`config.mk`:
```
export PLATFORM = sky130hd
export DESIGN_NAME = axi_bridge_top
export DESIGN_NICKNAME = d
export VERILOG_FILES = /design/src/logic/refill_pkg.sv /design/src/logic/axi_pkg.sv /design/src/logic/rd_cmd_if.sv /design/src/logic/axi_bridge_top.sv /design/src/logic/return_router.sv /design/src/logic/write_engine.sv /design/src/logic/read_arbiter.sv
export VERILOG_INCLUDE_DIRS = /design/src /design/src/logic
export SDC_FILE = /design/constraint.sdc
export NUM_CORES = 1
export LEC_CHECK = 0
export ABC_AREA = 1
export BUFFER_PORTS_ARGS = -buffer_cell sky130_fd_sc_hd__buf_4
export CORE_AREA = 2 2 203 205
export DETAILED_ROUTE_END_ITERATION = 8
export DIE_AREA = 0 0 205 207
export GPL_ROUTABILITY_DRIVEN = 0
export GPL_TIMING_DRIVEN = 1
export HOLD_SLACK_MARGIN = 0.05
export REMOVE_ABC_BUFFERS = 1
export SETUP_SLACK_MARGIN = 0.15
export SYNTH_ARGS = -nofsm -noshare
export SYNTH_HDL_FRONTEND = slang
export SYNTH_SLANG_ARGS = --single-unit
```
`constraint.sdc`:
```
create_clock -name clk -period 6.3 [get_ports clk]
set_input_delay 0.945 -clock clk [delete_from_list [all_inputs] [get_ports clk]]
set_output_delay 0.945 -clock clk [all_outputs]
set_load 0.005 [all_outputs]
```
`src/logic/axi_bridge_defs.svh`:
```
`ifndef AXI_BRIDGE_DEFS_SVH
`define AXI_BRIDGE_DEFS_SVH

// cache line geometry
`define LINE_BEATS 4

// fixed transaction ids
`define ID_INST 4'd0
`define ID_DATA 4'd1
`define ID_WRITE 4'd1

// axi burst type
`define BURST_INCR 2'b01

// cache request type of a full line
`define RD_TYPE_LINE 3'b100

// log2 bytes of one 32-bit beat
`define SIZE_WORD 2'b10

`endif
```
`src/logic/refill_pkg.sv`:
```
package refill_pkg;

    // rd_type / wr_type from the caches
    typedef logic [2:0] req_type_t;

    // one 16-byte cache line
    typedef logic [127:0] line_t;

    // write engine states
    typedef enum logic [1:0] {
        st_idle, // waiting for a cache write
        st_addr, // aw request presented
        st_data, // w beats going out
        st_resp  // waiting for b
    } wr_state_t;

endpackage

```
`src/logic/axi_pkg.sv`:
```
package axi_pkg;

    // byte address on ar/aw
    typedef logic [31:0] addr_t;

    // one 32-bit data beat
    typedef logic [31:0] word_t;

    // transaction id
    typedef logic [3:0] id_t;

    // beats minus one
    typedef logic [7:0] len_t;

    // log2 of bytes per beat
    typedef logic [2:0] size_t;

    // byte enables of one beat
    typedef logic [3:0] strb_t;

endpackage

```
`src/logic/rd_cmd_if.sv`:
```
`timescale 1ns/1ns

interface rd_cmd_if;

    logic            issue;    // ar handshake pulse
    axi_pkg::id_t    issue_id; // id of the read just issued
    logic            done;     // last beat of a read seen
    axi_pkg::id_t    done_id;  // id of the finished read

    modport arb (
        output issue,
        output issue_id,
        input  done,
        input  done_id
    );

    modport rtr (
        input  issue,
        input  issue_id,
        output done,
        output done_id
    );

endinterface

```
`src/logic/axi_bridge_top.sv`:
```
`timescale 1ns/1ns
`include "axi_bridge_defs.svh"

module axi_bridge_top (
    input  logic                  clk,
    input  logic                  rst_n,
    // instruction cache read
    input  logic                  icache_rd_req,
    input  refill_pkg::req_type_t icache_rd_type,
    input  axi_pkg::addr_t        icache_rd_addr,
    output logic                  icache_rd_rdy,
    output logic                  icache_ret_valid,
    output logic                  icache_ret_last,
    output axi_pkg::word_t        icache_ret_data,
    // data cache read
    input  logic                  dcache_rd_req,
    input  refill_pkg::req_type_t dcache_rd_type,
    input  axi_pkg::addr_t        dcache_rd_addr,
    output logic                  dcache_rd_rdy,
    output logic                  dcache_ret_valid,
    output logic                  dcache_ret_last,
    output axi_pkg::word_t        dcache_ret_data,
    // data cache write
    input  logic                  dcache_wr_req,
    input  refill_pkg::req_type_t dcache_wr_type,
    input  axi_pkg::addr_t        dcache_wr_addr,
    input  axi_pkg::strb_t        dcache_wr_wstrb,
    input  refill_pkg::line_t     dcache_wr_data,
    output logic                  dcache_wr_rdy,
    // axi read address
    output axi_pkg::id_t          arid,
    output axi_pkg::addr_t        araddr,
    output axi_pkg::len_t         arlen,
    output axi_pkg::size_t        arsize,
    output logic [1:0]            arburst,
    output logic [1:0]            arlock,
    output logic [3:0]            arcache,
    output logic [2:0]            arprot,
    output logic                  arvalid,
    input  logic                  arready,
    // axi read data
    input  axi_pkg::id_t          rid,
    input  axi_pkg::word_t        rdata,
    input  logic [1:0]            rresp,   // not checked
    input  logic                  rlast,
    input  logic                  rvalid,
    output logic                  rready,
    // axi write address
    output axi_pkg::id_t          awid,
    output axi_pkg::addr_t        awaddr,
    output axi_pkg::len_t         awlen,
    output axi_pkg::size_t        awsize,
    output logic [1:0]            awburst,
    output logic [1:0]            awlock,
    output logic [3:0]            awcache,
    output logic [2:0]            awprot,
    output logic                  awvalid,
    input  logic                  awready,
    // axi write data
    output axi_pkg::word_t        wdata,
    output axi_pkg::strb_t        wstrb,
    output logic                  wlast,
    output logic                  wvalid,
    input  logic                  wready,
    // axi write response
    input  axi_pkg::id_t          bid,     // not checked
    input  logic [1:0]            bresp,   // not checked
    input  logic                  bvalid,
    output logic                  bready
);

    logic write_pending;

    rd_cmd_if rd_cmd ();

    assign arburst = `BURST_INCR;
    assign arlock  = '0;
    assign arcache = '0;
    assign arprot  = '0;
    assign awid    = `ID_WRITE;
    assign awburst = `BURST_INCR;
    assign awlock  = '0;
    assign awcache = '0;
    assign awprot  = '0;
    assign rready  = 1'b1;   // both caches always take returned data

    read_arbiter read_arbiter_inst (
        .clk            (clk),
        .rst_n          (rst_n),
        .icache_rd_req  (icache_rd_req),
        .dcache_rd_req  (dcache_rd_req),
        .icache_rd_type (icache_rd_type),
        .dcache_rd_type (dcache_rd_type),
        .icache_rd_addr (icache_rd_addr),
        .dcache_rd_addr (dcache_rd_addr),
        .write_pending  (write_pending),
        .icache_rd_rdy  (icache_rd_rdy),
        .dcache_rd_rdy  (dcache_rd_rdy),
        .arid           (arid),
        .araddr         (araddr),
        .arlen          (arlen),
        .arsize         (arsize),
        .arvalid        (arvalid),
        .arready        (arready),
        .cmd            (rd_cmd.arb)
    );

    write_engine write_engine_inst (
        .clk            (clk),
        .rst_n          (rst_n),
        .wr_req         (dcache_wr_req),
        .wr_type        (dcache_wr_type),
        .wr_addr        (dcache_wr_addr),
        .wr_wstrb       (dcache_wr_wstrb),
        .wr_data        (dcache_wr_data),
        .wr_rdy         (dcache_wr_rdy),
        .write_pending  (write_pending),
        .awaddr         (awaddr),
        .awlen          (awlen),
        .awsize         (awsize),
        .awvalid        (awvalid),
        .awready        (awready),
        .wdata          (wdata),
        .wstrb          (wstrb),
        .wlast          (wlast),
        .wvalid         (wvalid),
        .wready         (wready),
        .bvalid         (bvalid),
        .bready         (bready)
    );

    return_router return_router_inst (
        .clk              (clk),
        .rst_n            (rst_n),
        .rid              (rid),
        .rdata            (rdata),
        .rlast            (rlast),
        .rvalid           (rvalid),
        .icache_ret_valid (icache_ret_valid),
        .icache_ret_last  (icache_ret_last),
        .dcache_ret_valid (dcache_ret_valid),
        .dcache_ret_last  (dcache_ret_last),
        .icache_ret_data  (icache_ret_data),
        .dcache_ret_data  (dcache_ret_data),
        .cmd              (rd_cmd.rtr)
    );

endmodule

```
`src/logic/return_router.sv`:
```
`timescale 1ns/1ns
`include "axi_bridge_defs.svh"

module return_router (
    input  logic           clk,
    input  logic           rst_n,
    input  axi_pkg::id_t   rid,
    input  axi_pkg::word_t rdata,
    input  logic           rlast,
    input  logic           rvalid,
    output logic           icache_ret_valid,
    output logic           icache_ret_last,
    output logic           dcache_ret_valid,
    output logic           dcache_ret_last,
    output axi_pkg::word_t icache_ret_data,
    output axi_pkg::word_t dcache_ret_data,
    rd_cmd_if.rtr          cmd
);

    logic [1:0] beat_cnt [2];   // beats seen per read id
    logic       slot;           // 0 instruction, 1 data
    logic       beat;
    logic       final_beat;

    assign icache_ret_valid = rvalid & (rid == `ID_INST);
    assign dcache_ret_valid = rvalid & (rid == `ID_DATA);
    assign icache_ret_last  = icache_ret_valid & rlast;
    assign dcache_ret_last  = dcache_ret_valid & rlast;
    assign icache_ret_data  = rdata;
    assign dcache_ret_data  = rdata;

    assign slot       = (rid == `ID_DATA);
    assign beat       = icache_ret_valid | dcache_ret_valid;
    // a line never runs past its fourth beat
    assign final_beat = beat & (rlast | (beat_cnt[slot] == 2'(`LINE_BEATS - 1)));

    assign cmd.done    = final_beat;
    assign cmd.done_id = rid;

    always_ff @(posedge clk) begin
        if (!rst_n) begin
            beat_cnt[0] <= '0;
            beat_cnt[1] <= '0;
        end else begin
            if (cmd.issue) begin
                beat_cnt[cmd.issue_id == `ID_DATA] <= '0;  // fresh read on this id
            end
            if (final_beat) begin
                beat_cnt[slot] <= '0;
            end else if (beat) begin
                beat_cnt[slot] <= beat_cnt[slot] + 1'b1;
            end
        end
    end

endmodule

```
`src/logic/write_engine.sv`:
```
`timescale 1ns/1ns
`include "axi_bridge_defs.svh"

module write_engine (
    input  logic                  clk,
    input  logic                  rst_n,
    input  logic                  wr_req,
    input  refill_pkg::req_type_t wr_type,
    input  axi_pkg::addr_t        wr_addr,
    input  axi_pkg::strb_t        wr_wstrb,
    input  refill_pkg::line_t     wr_data,
    output logic                  wr_rdy,
    output logic                  write_pending,
    output axi_pkg::addr_t        awaddr,
    output axi_pkg::len_t         awlen,
    output axi_pkg::size_t        awsize,
    output logic                  awvalid,
    input  logic                  awready,
    output axi_pkg::word_t        wdata,
    output axi_pkg::strb_t        wstrb,
    output logic                  wlast,
    output logic                  wvalid,
    input  logic                  wready,
    input  logic                  bvalid,
    output logic                  bready
);

    refill_pkg::wr_state_t state;
    refill_pkg::wr_state_t state_nxt;
    refill_pkg::line_t     line_q;   // shifts down one word per beat
    axi_pkg::len_t         beat_cnt;
    logic                  accept;
    logic                  w_fire;

    assign wr_rdy        = (state == refill_pkg::st_idle);
    assign accept        = wr_req & wr_rdy;
    // also covers the accept cycle itself
    assign write_pending = accept | (state != refill_pkg::st_idle);

    assign awvalid = (state == refill_pkg::st_addr);
    assign wvalid  = (state == refill_pkg::st_data);
    assign wdata   = line_q[31:0];
    assign wlast   = wvalid & (beat_cnt == awlen);
    assign bready  = (state == refill_pkg::st_resp);
    assign w_fire  = wvalid & wready;

    always_comb begin
        state_nxt = state;
        case (state)
            refill_pkg::st_idle: if (accept) state_nxt = refill_pkg::st_addr;
            refill_pkg::st_addr: if (awready) state_nxt = refill_pkg::st_data;
            refill_pkg::st_data: if (w_fire && wlast) state_nxt = refill_pkg::st_resp;
            refill_pkg::st_resp: if (bvalid) state_nxt = refill_pkg::st_idle;
            default:             state_nxt = refill_pkg::st_idle;
        endcase
    end

    always_ff @(posedge clk) begin
        if (!rst_n) begin
            state    <= refill_pkg::st_idle;
            beat_cnt <= '0;
        end else begin
            state <= state_nxt;
            if (accept) begin
                beat_cnt <= '0;
            end else if (w_fire) begin
                beat_cnt <= beat_cnt + 1'b1;
            end
        end
    end

    always_ff @(posedge clk) begin
        if (accept) begin
            awaddr <= wr_addr;
            line_q <= wr_data;
            if (wr_type == `RD_TYPE_LINE) begin
                awlen  <= axi_pkg::len_t'(`LINE_BEATS - 1);
                awsize <= {1'b0, `SIZE_WORD};
                wstrb  <= '1;                  // whole line, all bytes
            end else begin
                awlen  <= '0;
                awsize <= {1'b0, wr_type[1:0]};
                wstrb  <= wr_wstrb;
            end
        end else if (w_fire) begin
            line_q <= line_q >> 32;            // next word to the bottom
        end
    end

endmodule

```
`src/logic/read_arbiter.sv`:
```
`timescale 1ns/1ns
`include "axi_bridge_defs.svh"

module read_arbiter (
    input  logic                  clk,
    input  logic                  rst_n,
    input  logic                  icache_rd_req,
    input  logic                  dcache_rd_req,
    input  refill_pkg::req_type_t icache_rd_type,
    input  refill_pkg::req_type_t dcache_rd_type,
    input  axi_pkg::addr_t        icache_rd_addr,
    input  axi_pkg::addr_t        dcache_rd_addr,
    input  logic                  write_pending,
    output logic                  icache_rd_rdy,
    output logic                  dcache_rd_rdy,
    output axi_pkg::id_t          arid,
    output axi_pkg::addr_t        araddr,
    output axi_pkg::len_t         arlen,
    output axi_pkg::size_t        arsize,
    output logic                  arvalid,
    input  logic                  arready,
    rd_cmd_if.arb                 cmd
);

    logic                  busy_inst;  // instruction read outstanding
    logic                  busy_data;  // data read outstanding
    logic                  grant_data;
    logic                  grant_inst;
    refill_pkg::req_type_t sel_type;
    axi_pkg::addr_t        sel_addr;

    // data reads never pass a pending write
    assign dcache_rd_rdy = ~arvalid & ~busy_data & ~write_pending;
    assign grant_data    = dcache_rd_req & dcache_rd_rdy;
    // dcache wins a tie, so icache is turned away in that cycle
    assign icache_rd_rdy = ~arvalid & ~busy_inst & ~grant_data;
    assign grant_inst    = icache_rd_req & icache_rd_rdy;

    assign sel_type = grant_data ? dcache_rd_type : icache_rd_type;
    assign sel_addr = grant_data ? dcache_rd_addr : icache_rd_addr;

    assign cmd.issue    = arvalid & arready;
    assign cmd.issue_id = arid;

    always_ff @(posedge clk) begin
        if (!rst_n) begin
            arvalid   <= 1'b0;
            busy_inst <= 1'b0;
            busy_data <= 1'b0;
        end else begin
            if (cmd.issue) begin
                arvalid <= 1'b0;
            end else if (grant_data | grant_inst) begin
                arvalid <= 1'b1;
            end
            if (grant_inst) begin
                busy_inst <= 1'b1;
            end else if (cmd.done && cmd.done_id == `ID_INST) begin
                busy_inst <= 1'b0;
            end
            if (grant_data) begin
                busy_data <= 1'b1;
            end else if (cmd.done && cmd.done_id == `ID_DATA) begin
                busy_data <= 1'b0;
            end
        end
    end

    // ar holding register, frozen while arvalid waits
    always_ff @(posedge clk) begin
        if (grant_data | grant_inst) begin
            arid   <= grant_data ? `ID_DATA : `ID_INST;
            araddr <= sel_addr;
            if (sel_type == `RD_TYPE_LINE) begin
                arlen  <= axi_pkg::len_t'(`LINE_BEATS - 1);
                arsize <= {1'b0, `SIZE_WORD};
            end else begin
                arlen  <= '0;                   // single beat
                arsize <= {1'b0, sel_type[1:0]};
            end
        end
    end

endmodule

```
==> run metrics, run 1 <==
status finished clean; 1st-iter DRT viols 323; Worst VDD drop between 0.00015 and 0.0002 V; warnings from Yosys 0; post-layout net count 1569; Final Max Slew Viols 0; final cell count without fillers about 1800; top cells by count, synth 423 x nand2_1, 207 x edfxtp_1, 142 x buf_4; r2r worst-path depth 5; Worst Path Arrival 2.15 ns; setup violators final 0; vias per cell between 3 and 4; Hold Buf Count CTS 0; Max Fclk 0.323 GHz; slowest CP cell nor3_1; global-route wire length before repair about 40 mm; CP max stage delay around 0.30 ns; Post-synth EDFFs just over 200; post-synth top area share 0.614; CTS Root Buffer Type clkbuf_16; drt drc 0; Initial Utilization 0.251; Vert. Die Dim between 200 and 250 µm; initial antenna violation count 0; CTS HTree Levels 1; Crit path buffers/inverters 3; sequential area share after synthesis 0.640; HPWL after DPL between 20 and 25 mm; worst slew pin tran about 0.85 ns; Min-Delay Path Class flip-flop to flip-flop; Setup CP Type primary input to output port; largest net degree at the start of global routing 71; insertion delay to the later sink of the worst-skew pair between 0.5 and 0.6 ns; final hold violations 0; CTS buffer count 26; Post-Place Worst Slack 3.01 ns; vias in the first global route just over 7000; Longest Clk Path Bufs 3; number of cells produced by synthesis about 1000; Core Area between 0.04 and 0.05 mm²; Core Rows 74; post_cts resized 0; Die X around 210 µm; crit-path cells buf_4, nor2_1, nand2_1, nor3_1, inv_1, nor2_1, buf_4; cell with the most instances after synthesis nand2_1; GRT Resource Usage Total 0.122; Mapped Area ~0.010 mm²; Worst Setup Start Kind primary input; Setup Skew roughly 0.012 ns; Placed Instances approximately 1800; crit end category output port; CP Depth 7; IO Pins ~520; die area 0.0424 mm²; Area growth syn-to-layout 32.9%; # diodes 0; synth top area cells edfxtp_1 61%, nand2_1 16%, buf_4 11%; CTS clk-pin slew, worst paths ~0.05 ns; CTS Sinks between 200 and 250; crit path max fanout 4; Slew headroom 0.433; max cap viols 0; Synth async-reset ratio 0; Routed WL per cell approximately 15 µm; dominant cell type by area after synthesis edfxtp_1; Worst Hold Path Cells 2; Worst EP required ~5.4 ns; CTS tree done; Pwr Density about 400 mW/mm²; fraction of layout instances using a drive strength above 1 0.336; Static Leak roughly 6.2 nW; total grt overflow 0; min Tclk post-route approximately 3.1 ns; worst setup margin around 3.2 ns; Syn Area/Cell ~10 µm²; DRT Wirelength roughly 27 mm; Synth Flop Type edfxtp_1; Final period util 0.492; synthesis-stage register bit count 220; RSZ-0062 raised after global routing no; PortBufs between 300 and 400; crit-path leading delay family simple AND/OR/NAND/NOR gates; vias after detailed routing ~7000; Yosys cell types 31; total iterations of the first detailed-routing run 4; Post-CTS Setup Inserts 0; Routed Antenna Nets 0
metrics by stage:
stage	TNS [ns]	hold WS, ns	total power, W	utilization	area, µm²
2_1_floorplan	-141.65	0.450	0.00320	-	9070
6_report	0	0.491	0.00533	0.333	13500
5_1_grt	0	0.518	0.00569	0.333	13500
3_5_place_dp	0	0.485	0.00393	0.312	12600
4_1_cts	0	0.493	0.00544	0.333	13500
3_3_place_gp	0	0.462	0.00389	0.312	12600
state kept, by name (all words and copies together), names as in the netlist:
name	count
write_engine_inst.line_q	128
read_arbiter_inst.araddr	32
write_engine_inst.awaddr	32
write_engine_inst.beat_cnt	8
return_router_inst.beat_cnt	4
write_engine_inst.wstrb	4
read_arbiter_inst.arsize	2
write_engine_inst.awsize	2
write_engine_inst.state	2
read_arbiter_inst.arid	1
read_arbiter_inst.arlen	1
read_arbiter_inst.arvalid	1
read_arbiter_inst.busy_data	1
read_arbiter_inst.busy_inst	1
write_engine_inst.awlen	1
cells in the final DEF (no fill, tap or decap), drive strengths merged, types with 6 or more instances in the layout:
cell type and instances:
o21ai 10, clkinv 10, or2 7, buf 378, nor2 58, clkbuf 34
inv 63, conb 44, dfxtp 13, edfxtp 207, nand3 6, ha 7
nand2 423, a21oi 10
worst paths after layout:
kind                                                       to                                startpoint  slack [ns]
setup / recovery                              icache_ret_last                                    rid[3]        3.20
hold / removal       read_arbiter_inst.busy_inst$_SDFFE_PN0P_  read_arbiter_inst.busy_inst$_SDFFE_PN0P_        0.49
setup reg to reg  write_engine_inst.line_q[119]$_SDFFCE_PN0P_   write_engine_inst.state[0]$_SDFFE_PN0P_        3.46
hold reg to reg      read_arbiter_inst.busy_inst$_SDFFE_PN0P_  read_arbiter_inst.busy_inst$_SDFFE_PN0P_        0.49
logic make-up after synthesis:
| logic type | Yosys count | share of synthesized area |
|---|---|---|
| other | 2 | 0.000742 |
| AND/OR/NAND/NOR | 506 | 0.194 |
| AO/OA/AOI/OAI | 23 | 0.0124 |
| flip-flops | 220 | 0.640 |
| XOR/XNOR | 2 | 0.00173 |
| adder cells (fa/ha/maj) | 7 | 0.00865 |
| buffers and inverters | 236 | 0.142 |
worst min-delay path, delay by kind of cell, from the launching register on:
family / cells / cell delay [ns]
flops: 1 / 0.30
compound gates: 2 / 0.13
final cells by class:
type / instances / area [µm²]
fill: 4160 / 26900
sequential: 220 / 6480
timing repair buffer: 378 / 2850
multi-input combinational: 582 / 2380
clock buffer: 34 / 722
tap: 532 / 666
inverter: 62 / 235
clock inverter: 14 / 125
per-layer routing:
| metal | track usage | vias to the layer above | part of all wire |
|---|---|---|---|
| met1 | 0.144 | 3165 | 0.40 |
| met2 | 0.188 | 399 | 0.43 |
| met5 | 0.0196 | - | 0.0041 |
| met3 | 0.0692 | 41 | 0.14 |
| li1 | - | 3540 | - |
| met4 | 0.0335 | 5 | 0.021 |
report_power, final:
part / total [W] / internal [W] / leakage (nW) / switching [W]
Combinational: 0.00137 / 0.000582 / 3.72 / 0.000788
Sequential: 0.00247 / 0.00233 / 2.11 / 0.000145
Clock: 0.00149 / 0.000888 / 0.423 / 0.000601
Power figures use the tool's default switching activity.
==> inputs of run 2 (changes only) <==
==> constraint.sdc (replaced) <==
create_clock -name clk -period 3.2 [get_ports clk]
set_input_delay 0.48 -clock clk [delete_from_list [all_inputs] [get_ports clk]]
set_output_delay 0.48 -clock clk [all_outputs]
set_load 0.005 [all_outputs]
==> run metrics, run 2 (same netlist as run 1, synthesis figures left out) <==
Largest Register write_engine_inst.line_q; Post-CTS Setup Inserts 0 (unchanged); Worst Hold Path Cells 1 (-1); Core Rows 74 (unchanged); CP startpoint write_engine_inst.state[0]$_SDFFE_PN0P_; worst setup margin 0.870 ns (-2.33 ns); Worst VDD drop 0.000434 V (+190%); CTS HTree Levels 1 (unchanged); filler instances 4128 (-0.77%); crit path max fanout 5 (+1); crit end category output port; vias per cell 3.99 (+1.7%); r2r worst-path depth 5 (unchanged); CTS tree done; global-route wire length before repair 40.5 mm (+1.2%); Routed WL per cell 14.9 µm (-0.13%); total grt overflow 0 (unchanged); HPWL after DPL 20.6 mm (+2.5%); CTS Sinks 220 (unchanged); Slew headroom 0.493 (+0.0597); initial antenna violation count 1 (+1); Die X 205 µm (unchanged); Max Fclk ~0.43 GHz; min Tclk post-route 2.33 ns; max reg flops 128 (unchanged); Initial Utilization 0.251 (unchanged); insertion delay to the later sink of the worst-skew pair 0.54 ns (about the same); Longest Clk Path Bufs 3 (unchanged); worst slew pin tran 0.760 ns (-0.0895 ns); Pwr Density 780 mW/mm² (+97%); setup violators final 0 (unchanged); commonest non-fill, non-tap cell in the layout nand2_1; post_cts resized 0 (unchanged); Setup CP Type flip-flop to output port; die area 0.0424 mm² (unchanged); Worst Setup Start Kind flip-flop; post-layout net count 1577 (+0.51%); Final period util 0.728; CTS clk-pin slew, worst paths 0.06 ns (about the same); min-delay src dcache_wr_addr[17]; Crit Reg-Reg Startpoint write_engine_inst.state[0]$_SDFFE_PN0P_; total iterations of the first detailed-routing run 4 (unchanged); 1st-iter DRT viols 324 (+0.31%); GRT Resource Usage Total 0.123 (+0.000666); vias in the first global route 7259 (+2.6%); Final Max Slew Viols 0 (unchanged); fraction of layout instances using a drive strength above 1 0.337 (+0.00178); Hold Buf Count CTS 0 (unchanged); Core Area 0.0404 mm² (unchanged); final hold violations 0 (unchanged); Min-Delay Path Class primary input to flip-flop; Setup Skew 0.0237 ns (+0.0114 ns); RSZ-0062 raised after global routing no; commonest non-fill, non-tap cells in the layout 421 x nand2_1, 382 x buf_4, 207 x edfxtp_1; PortBufs 372 (unchanged); max cap viols 0 (unchanged); Worst Path Arrival 1.85 ns (-0.30 ns); Vert. Die Dim 207 µm (unchanged); Routed Antenna Nets 0 (unchanged); CTS buffer count 27 (+3.8%); Static Leak 6.26 nW (+0.23%); status finished clean; Post-Place Worst Slack 0.841 ns (-2.16 ns); CTS Root Buffer Type clkbuf_16; IO Pins 521 (unchanged); DRT Wirelength 27.3 mm (+0.36%); Area growth syn-to-layout 33.7%; vias after detailed routing 7310 (+2.2%); Worst EP required 2.72 ns (-2.63 ns); setup tns final 0 ns (unchanged); drt drc 0 (unchanged); fin util 0.335 (+0.00208); biggest regs write_engine_inst.line_q (128), read_arbiter_inst.araddr (32), write_engine_inst.awaddr (32); largest net degree at the start of global routing 72 (+1.4%)
run 2: cell count changes in the layout (fill, tap and decap cells not counted), sizes merged:
| cell | delta |
|---|---|
| clkinvlp | +5 |
| inv | +1 |
| diode | +1 |
| buf | +7 |
| clkinv | -4 |
| clkbuf | -1 |
run 2: area by class of cell:
class	instances	area (µm²)	area share
clock buffers	33	698	0.0516
repair buffers	385	2930	0.216
flip-flops and latches	220	6480	0.478
inverters	62	235	0.0174
well taps	532	666	0.0492
multi-input cells	582	2380	0.176
diodes	1	2.50	0.000185
clock inverters	16	153	0.0113
run 2: where the power goes:
group | internal, W | switching (W)
logic | 0.00120 | 0.00156
clock network | 0.00172 | 0.00121
registers | 0.00457 | 0.000286
total | 0.00750 | 0.00306
run 2: stage by stage:
| stage | instance area [µm²] | hold WS [ns] | std cells | total power [W] |
|---|---|---|---|---|
| final | 13500 | 0.112 | 1831 | 0.0106 |
| after CTS | 13500 | 0.0669 | 1830 | 0.0108 |
| after global routing | 13500 | 0.0828 | 1831 | 0.0113 |
| after floorplan | 9070 | 0.450 | 864 | 0.00630 |
| after global placement | 12700 | 0.466 | 1781 | 0.00769 |
| after detailed placement | 12700 | 0.476 | 1781 | 0.00778 |
run 2: metal layers:
layer	vias up	wire length, µm	track usage
li1	3562	-	-
met1	3293	10800	0.144
met2	408	12000	0.191
met3	41	3680	0.0656
met4	6	629	0.0365
met5	-	200	0.0334
run 2: path summary, 6_finish.rpt:
kind                                                                  to  slack, ns
worst min register to register  read_arbiter_inst.busy_inst$_SDFFE_PN0P_       0.48
worst max-delay path                                       icache_rd_rdy       0.87
worst max register to register    write_engine_inst.line_q[91]$_DFFE_PP_       1.05
worst min-delay path              write_engine_inst.awaddr[17]$_DFFE_PP_       0.11
run 2: worst max-delay path, stage by stage (launching register included):
cell     delay [ns]
dfxtp_1        0.33
inv_1          0.13
ha_1           0.26
inv_1          0.10
nor2_4         0.10
nand3_2        0.13
nand2_1        0.09
inv_1          0.05
buf_4          0.13
==> inputs of run 3 (changes only) <==
--- a/config.mk
+++ b/config.mk
@@ -6,11 +6,11 @@
 export SDC_FILE = /design/constraint.sdc
 export NUM_CORES = 1
 export LEC_CHECK = 0
-export ABC_AREA = 1
+export ABC_AREA = 0
 export BUFFER_PORTS_ARGS = -buffer_cell sky130_fd_sc_hd__buf_4
-export CORE_AREA = 2 2 203 205
+export CORE_AREA = 2 2 202 204
 export DETAILED_ROUTE_END_ITERATION = 8
-export DIE_AREA = 0 0 205 207
+export DIE_AREA = 0 0 204 206
 export GPL_ROUTABILITY_DRIVEN = 0
 export GPL_TIMING_DRIVEN = 1
 export HOLD_SLACK_MARGIN = 0.05
==> constraint.sdc (replaced) <==
create_clock -name clk -period 2.3 [get_ports clk]
set_input_delay 0.345 -clock clk [delete_from_list [all_inputs] [get_ports clk]]
set_output_delay 0.345 -clock clk [all_outputs]
set_load 0.005 [all_outputs]
==> run metrics, run 3 <==
Mapped Area 0.0101 mm² (-0.57%); Sw Pwr 0.00379 W (+24%); fraction of layout instances using a drive strength above 1 0.509 (+0.172); Routed WL per cell 18.3 µm (+23%); routed length on met2 13.6 mm (+14%); Final Max Slew Viols 0 (unchanged); RSZ-0062 raised after global routing yes; PortBufs 372 (unchanged); 1st-iter DRT viols 318 (-1.9%); vias after detailed routing 6647 (-9.1%); Core Rows 74 (unchanged); final hold violations 0 (unchanged); Pint 0.0107 W (+43%); largest net degree at the start of global routing 41 (-43%); vias in the first global route 6743 (-7.1%); wl on met1 11.0 mm (+1.7%); Min-Delay Path Class primary input to flip-flop; GRT Resource Usage Total 0.134 (+0.0106); setup violators final 0 (unchanged); power share of the clock group 0.275 (-0.003); filler instances 3957 (-4.1%); commonest non-fill, non-tap cells in the layout 405 x buf_4, 207 x edfxtp_1, 110 x nand2_1; Max Fclk about 0.48 GHz; final cell count without fillers 1641 (-10%); Worst Setup Start Kind flip-flop; dominant cell type by area after synthesis edfxtp_1; register area 0.00648 mm² (about the same); Setup Skew 0.0193 ns (-0.00444 ns); slowest CP cell dfxtp_4; multi-input logic area 0.00254 mm² (+6.7%); status finished clean; HPWL after DPL 22.7 mm (+10%); commonest non-fill, non-tap cell in the layout buf_4; Placed Instances 1538 (-14%); Flop pwr share 0.450 (-0.010); Area growth syn-to-layout 41.4%; Post-synth EDFFs 207 (unchanged); initial antenna violation count 0 (-1); CTS Sinks 220 (unchanged); post-synth top area share 0.618 (+0.00351); synthesis-stage register bit count 220 (unchanged); top cells by count, synth 207 x edfxtp_1, 143 x buf_4, 111 x nand2_1; Worst VDD drop 0.000412 V (-5.0%); Setup CP Type flip-flop to output port; CTS clk-pin slew, worst paths 0.06 ns (about the same); total grt overflow 0 (unchanged); sequential area share after synthesis 0.643 (+0.00366); vias per cell 4.05 (+1.5%); Static Leak 6.00 nW (-4.1%); crit end category output port; total iterations of the first detailed-routing run 4 (unchanged); post-layout net count 1390 (-12%); Largest Register write_engine_inst.line_q; Longest Clk Path Bufs 3 (unchanged); CTS HTree Levels 1 (unchanged); crit-path cells inv_4, ha_4, nor4b_4, buf_6, nand2_8, inv_8, nor3_2, buf_4; Synth async-reset ratio 0 (unchanged); Pwr Density 1020 mW/mm² (+31%); drt drc 0 (unchanged); Synth Flop Type edfxtp_1; die area 0.0420 mm² (-0.97%); Final period util 0.910; CP max stage delay 0.35 ns (+0.02 ns); # diodes 0 (-1); number of cells produced by synthesis 728 (-27%); Core Area 0.0402 mm² (-0.46%); insertion delay to the later sink of the worst-skew pair 0.53 ns (about the same); warnings from Yosys 0 (unchanged); routed wl met3 4.50 mm (+22%); synth top area cells edfxtp_1 62%, mux2_2 11%, buf_4 11%; max cap viols 0 (unchanged); CTS tree done; Worst EP required 1.96 ns (-0.76 ns); sw frac 0.261 (-0.0289); Gate power share 0.275 (+0.013); top layer in use met5; Vert. Die Dim 206 µm (-0.48%); Routed Antenna Nets 0 (unchanged); DRT Wirelength 30.0 mm (+9.9%); CTS Root Buffer Type clkbuf_16; max reg flops 128 (unchanged); Placed Area 0.0128 mm² (+1.0%); cell with the most instances after synthesis edfxtp_1; Worst Path Arrival 1.75 ns (-0.10 ns); min Tclk post-route ~2.1 ns; crit path max fanout 5 (unchanged); fin area 0.0142 mm² (+5.1%); Syn Area/Cell 13.8 µm² (+36%); Hold Worst Slack 0.0825 ns (-0.0292 ns); global-route wire length before repair 41.6 mm (+2.6%); Die X 204 µm (-0.49%); IO Pins 521 (unchanged); CTS buffer count 26 (-3.7%); biggest regs write_engine_inst.line_q (128), read_arbiter_inst.araddr (32), write_engine_inst.awaddr (32); Yosys cell types 42 (+35%); Initial Utilization 0.250 (-0.000277)
-- run 3: worst paths after layout --
path,start,endpoint,slack [ns],cells after the start
worst min register to register,write_engine_inst.beat_cnt[1]$_SDFFE_PP0P_,write_engine_inst.beat_cnt[1]$_SDFFE_PP0P_,0.51,2
worst max register to register,write_engine_inst.state[0]$_SDFFE_PN0P_,write_engine_inst.line_q[31]$_DFFE_PP_,0.30,7
worst min-delay path,dcache_wr_type[1],write_engine_inst.awsize[1]$_SDFFCE_PP1P_,0.08,2
worst max-delay path,write_engine_inst.state[0]$_SDFFE_PN0P_,icache_rd_rdy,0.21,8
-- run 3: critical path: cells and delay by family (launching register included) --
kind                       cells  cell delay (ns)
and+or+nand+nor                3             0.29
adders and majority gates      1             0.13
DFF                            1             0.35
buffers and inverters          4             0.43
-- run 3: through the flow --
stage	TNS, ns	worst slack (ns)	util	power [W]
floorplan	-450.48	-2.09	-	0.00806
detailed placement	0	0.120	0.319	0.0105
CTS	0	0.153	0.354	0.0148
global placement	0	0.204	0.319	0.0104
finish	0	0.208	0.354	0.0145
global route	0	0.116	0.354	0.0153
-- run 3: kinds of logic after synthesis --
logic type,Yosys count,synth area share
compound gates,20,0.0143
xor+xnor,5,0.00435
fa+ha+maj,7,0.00870
buf+inv,180,0.125
flops,220,0.643
mux,100,0.112
other cells,2,0.000746
simple gates,194,0.0917
-- run 3: repair_timing --
action                                  in CTS  in global routing
endpoints found under the setup margin      46                  2
setup buffers                                9                  0
hold buffers                                48                  0
resized for setup                           14                  1
endpoints found under the hold margin       46                  0
pin swaps                                    2                  0
-- run 3: area by class of cell --
cell class / count / share of cell area
clock buffers: 34 / 0.0493
clock inverters: 12 / 0.00853
inverters: 12 / 0.00422
multi-input cells: 370 / 0.178
flip-flops and latches: 220 / 0.455
well taps: 532 / 0.0468
repair buffers: 461 / 0.257
-- run 3: power by group through the flow --
stage | combinational [W] | clock [W] | sequential [W]
floorplan | 0.00162 | 0 | 0.00644
global placement | 0.00382 | 0 | 0.00658
detailed placement | 0.00389 | 0 | 0.00663
CTS | 0.00408 | 0.00413 | 0.00656
global route | 0.00437 | 0.00428 | 0.00666
finish | 0.00399 | 0.00400 | 0.00653
-- run 3: layer usage --
metal  track usage  up-vias
met3        0.0834       55
met1         0.148     3121
met5        0.0321        -
met4        0.0380        4
li1              -     3132
met2         0.211      335
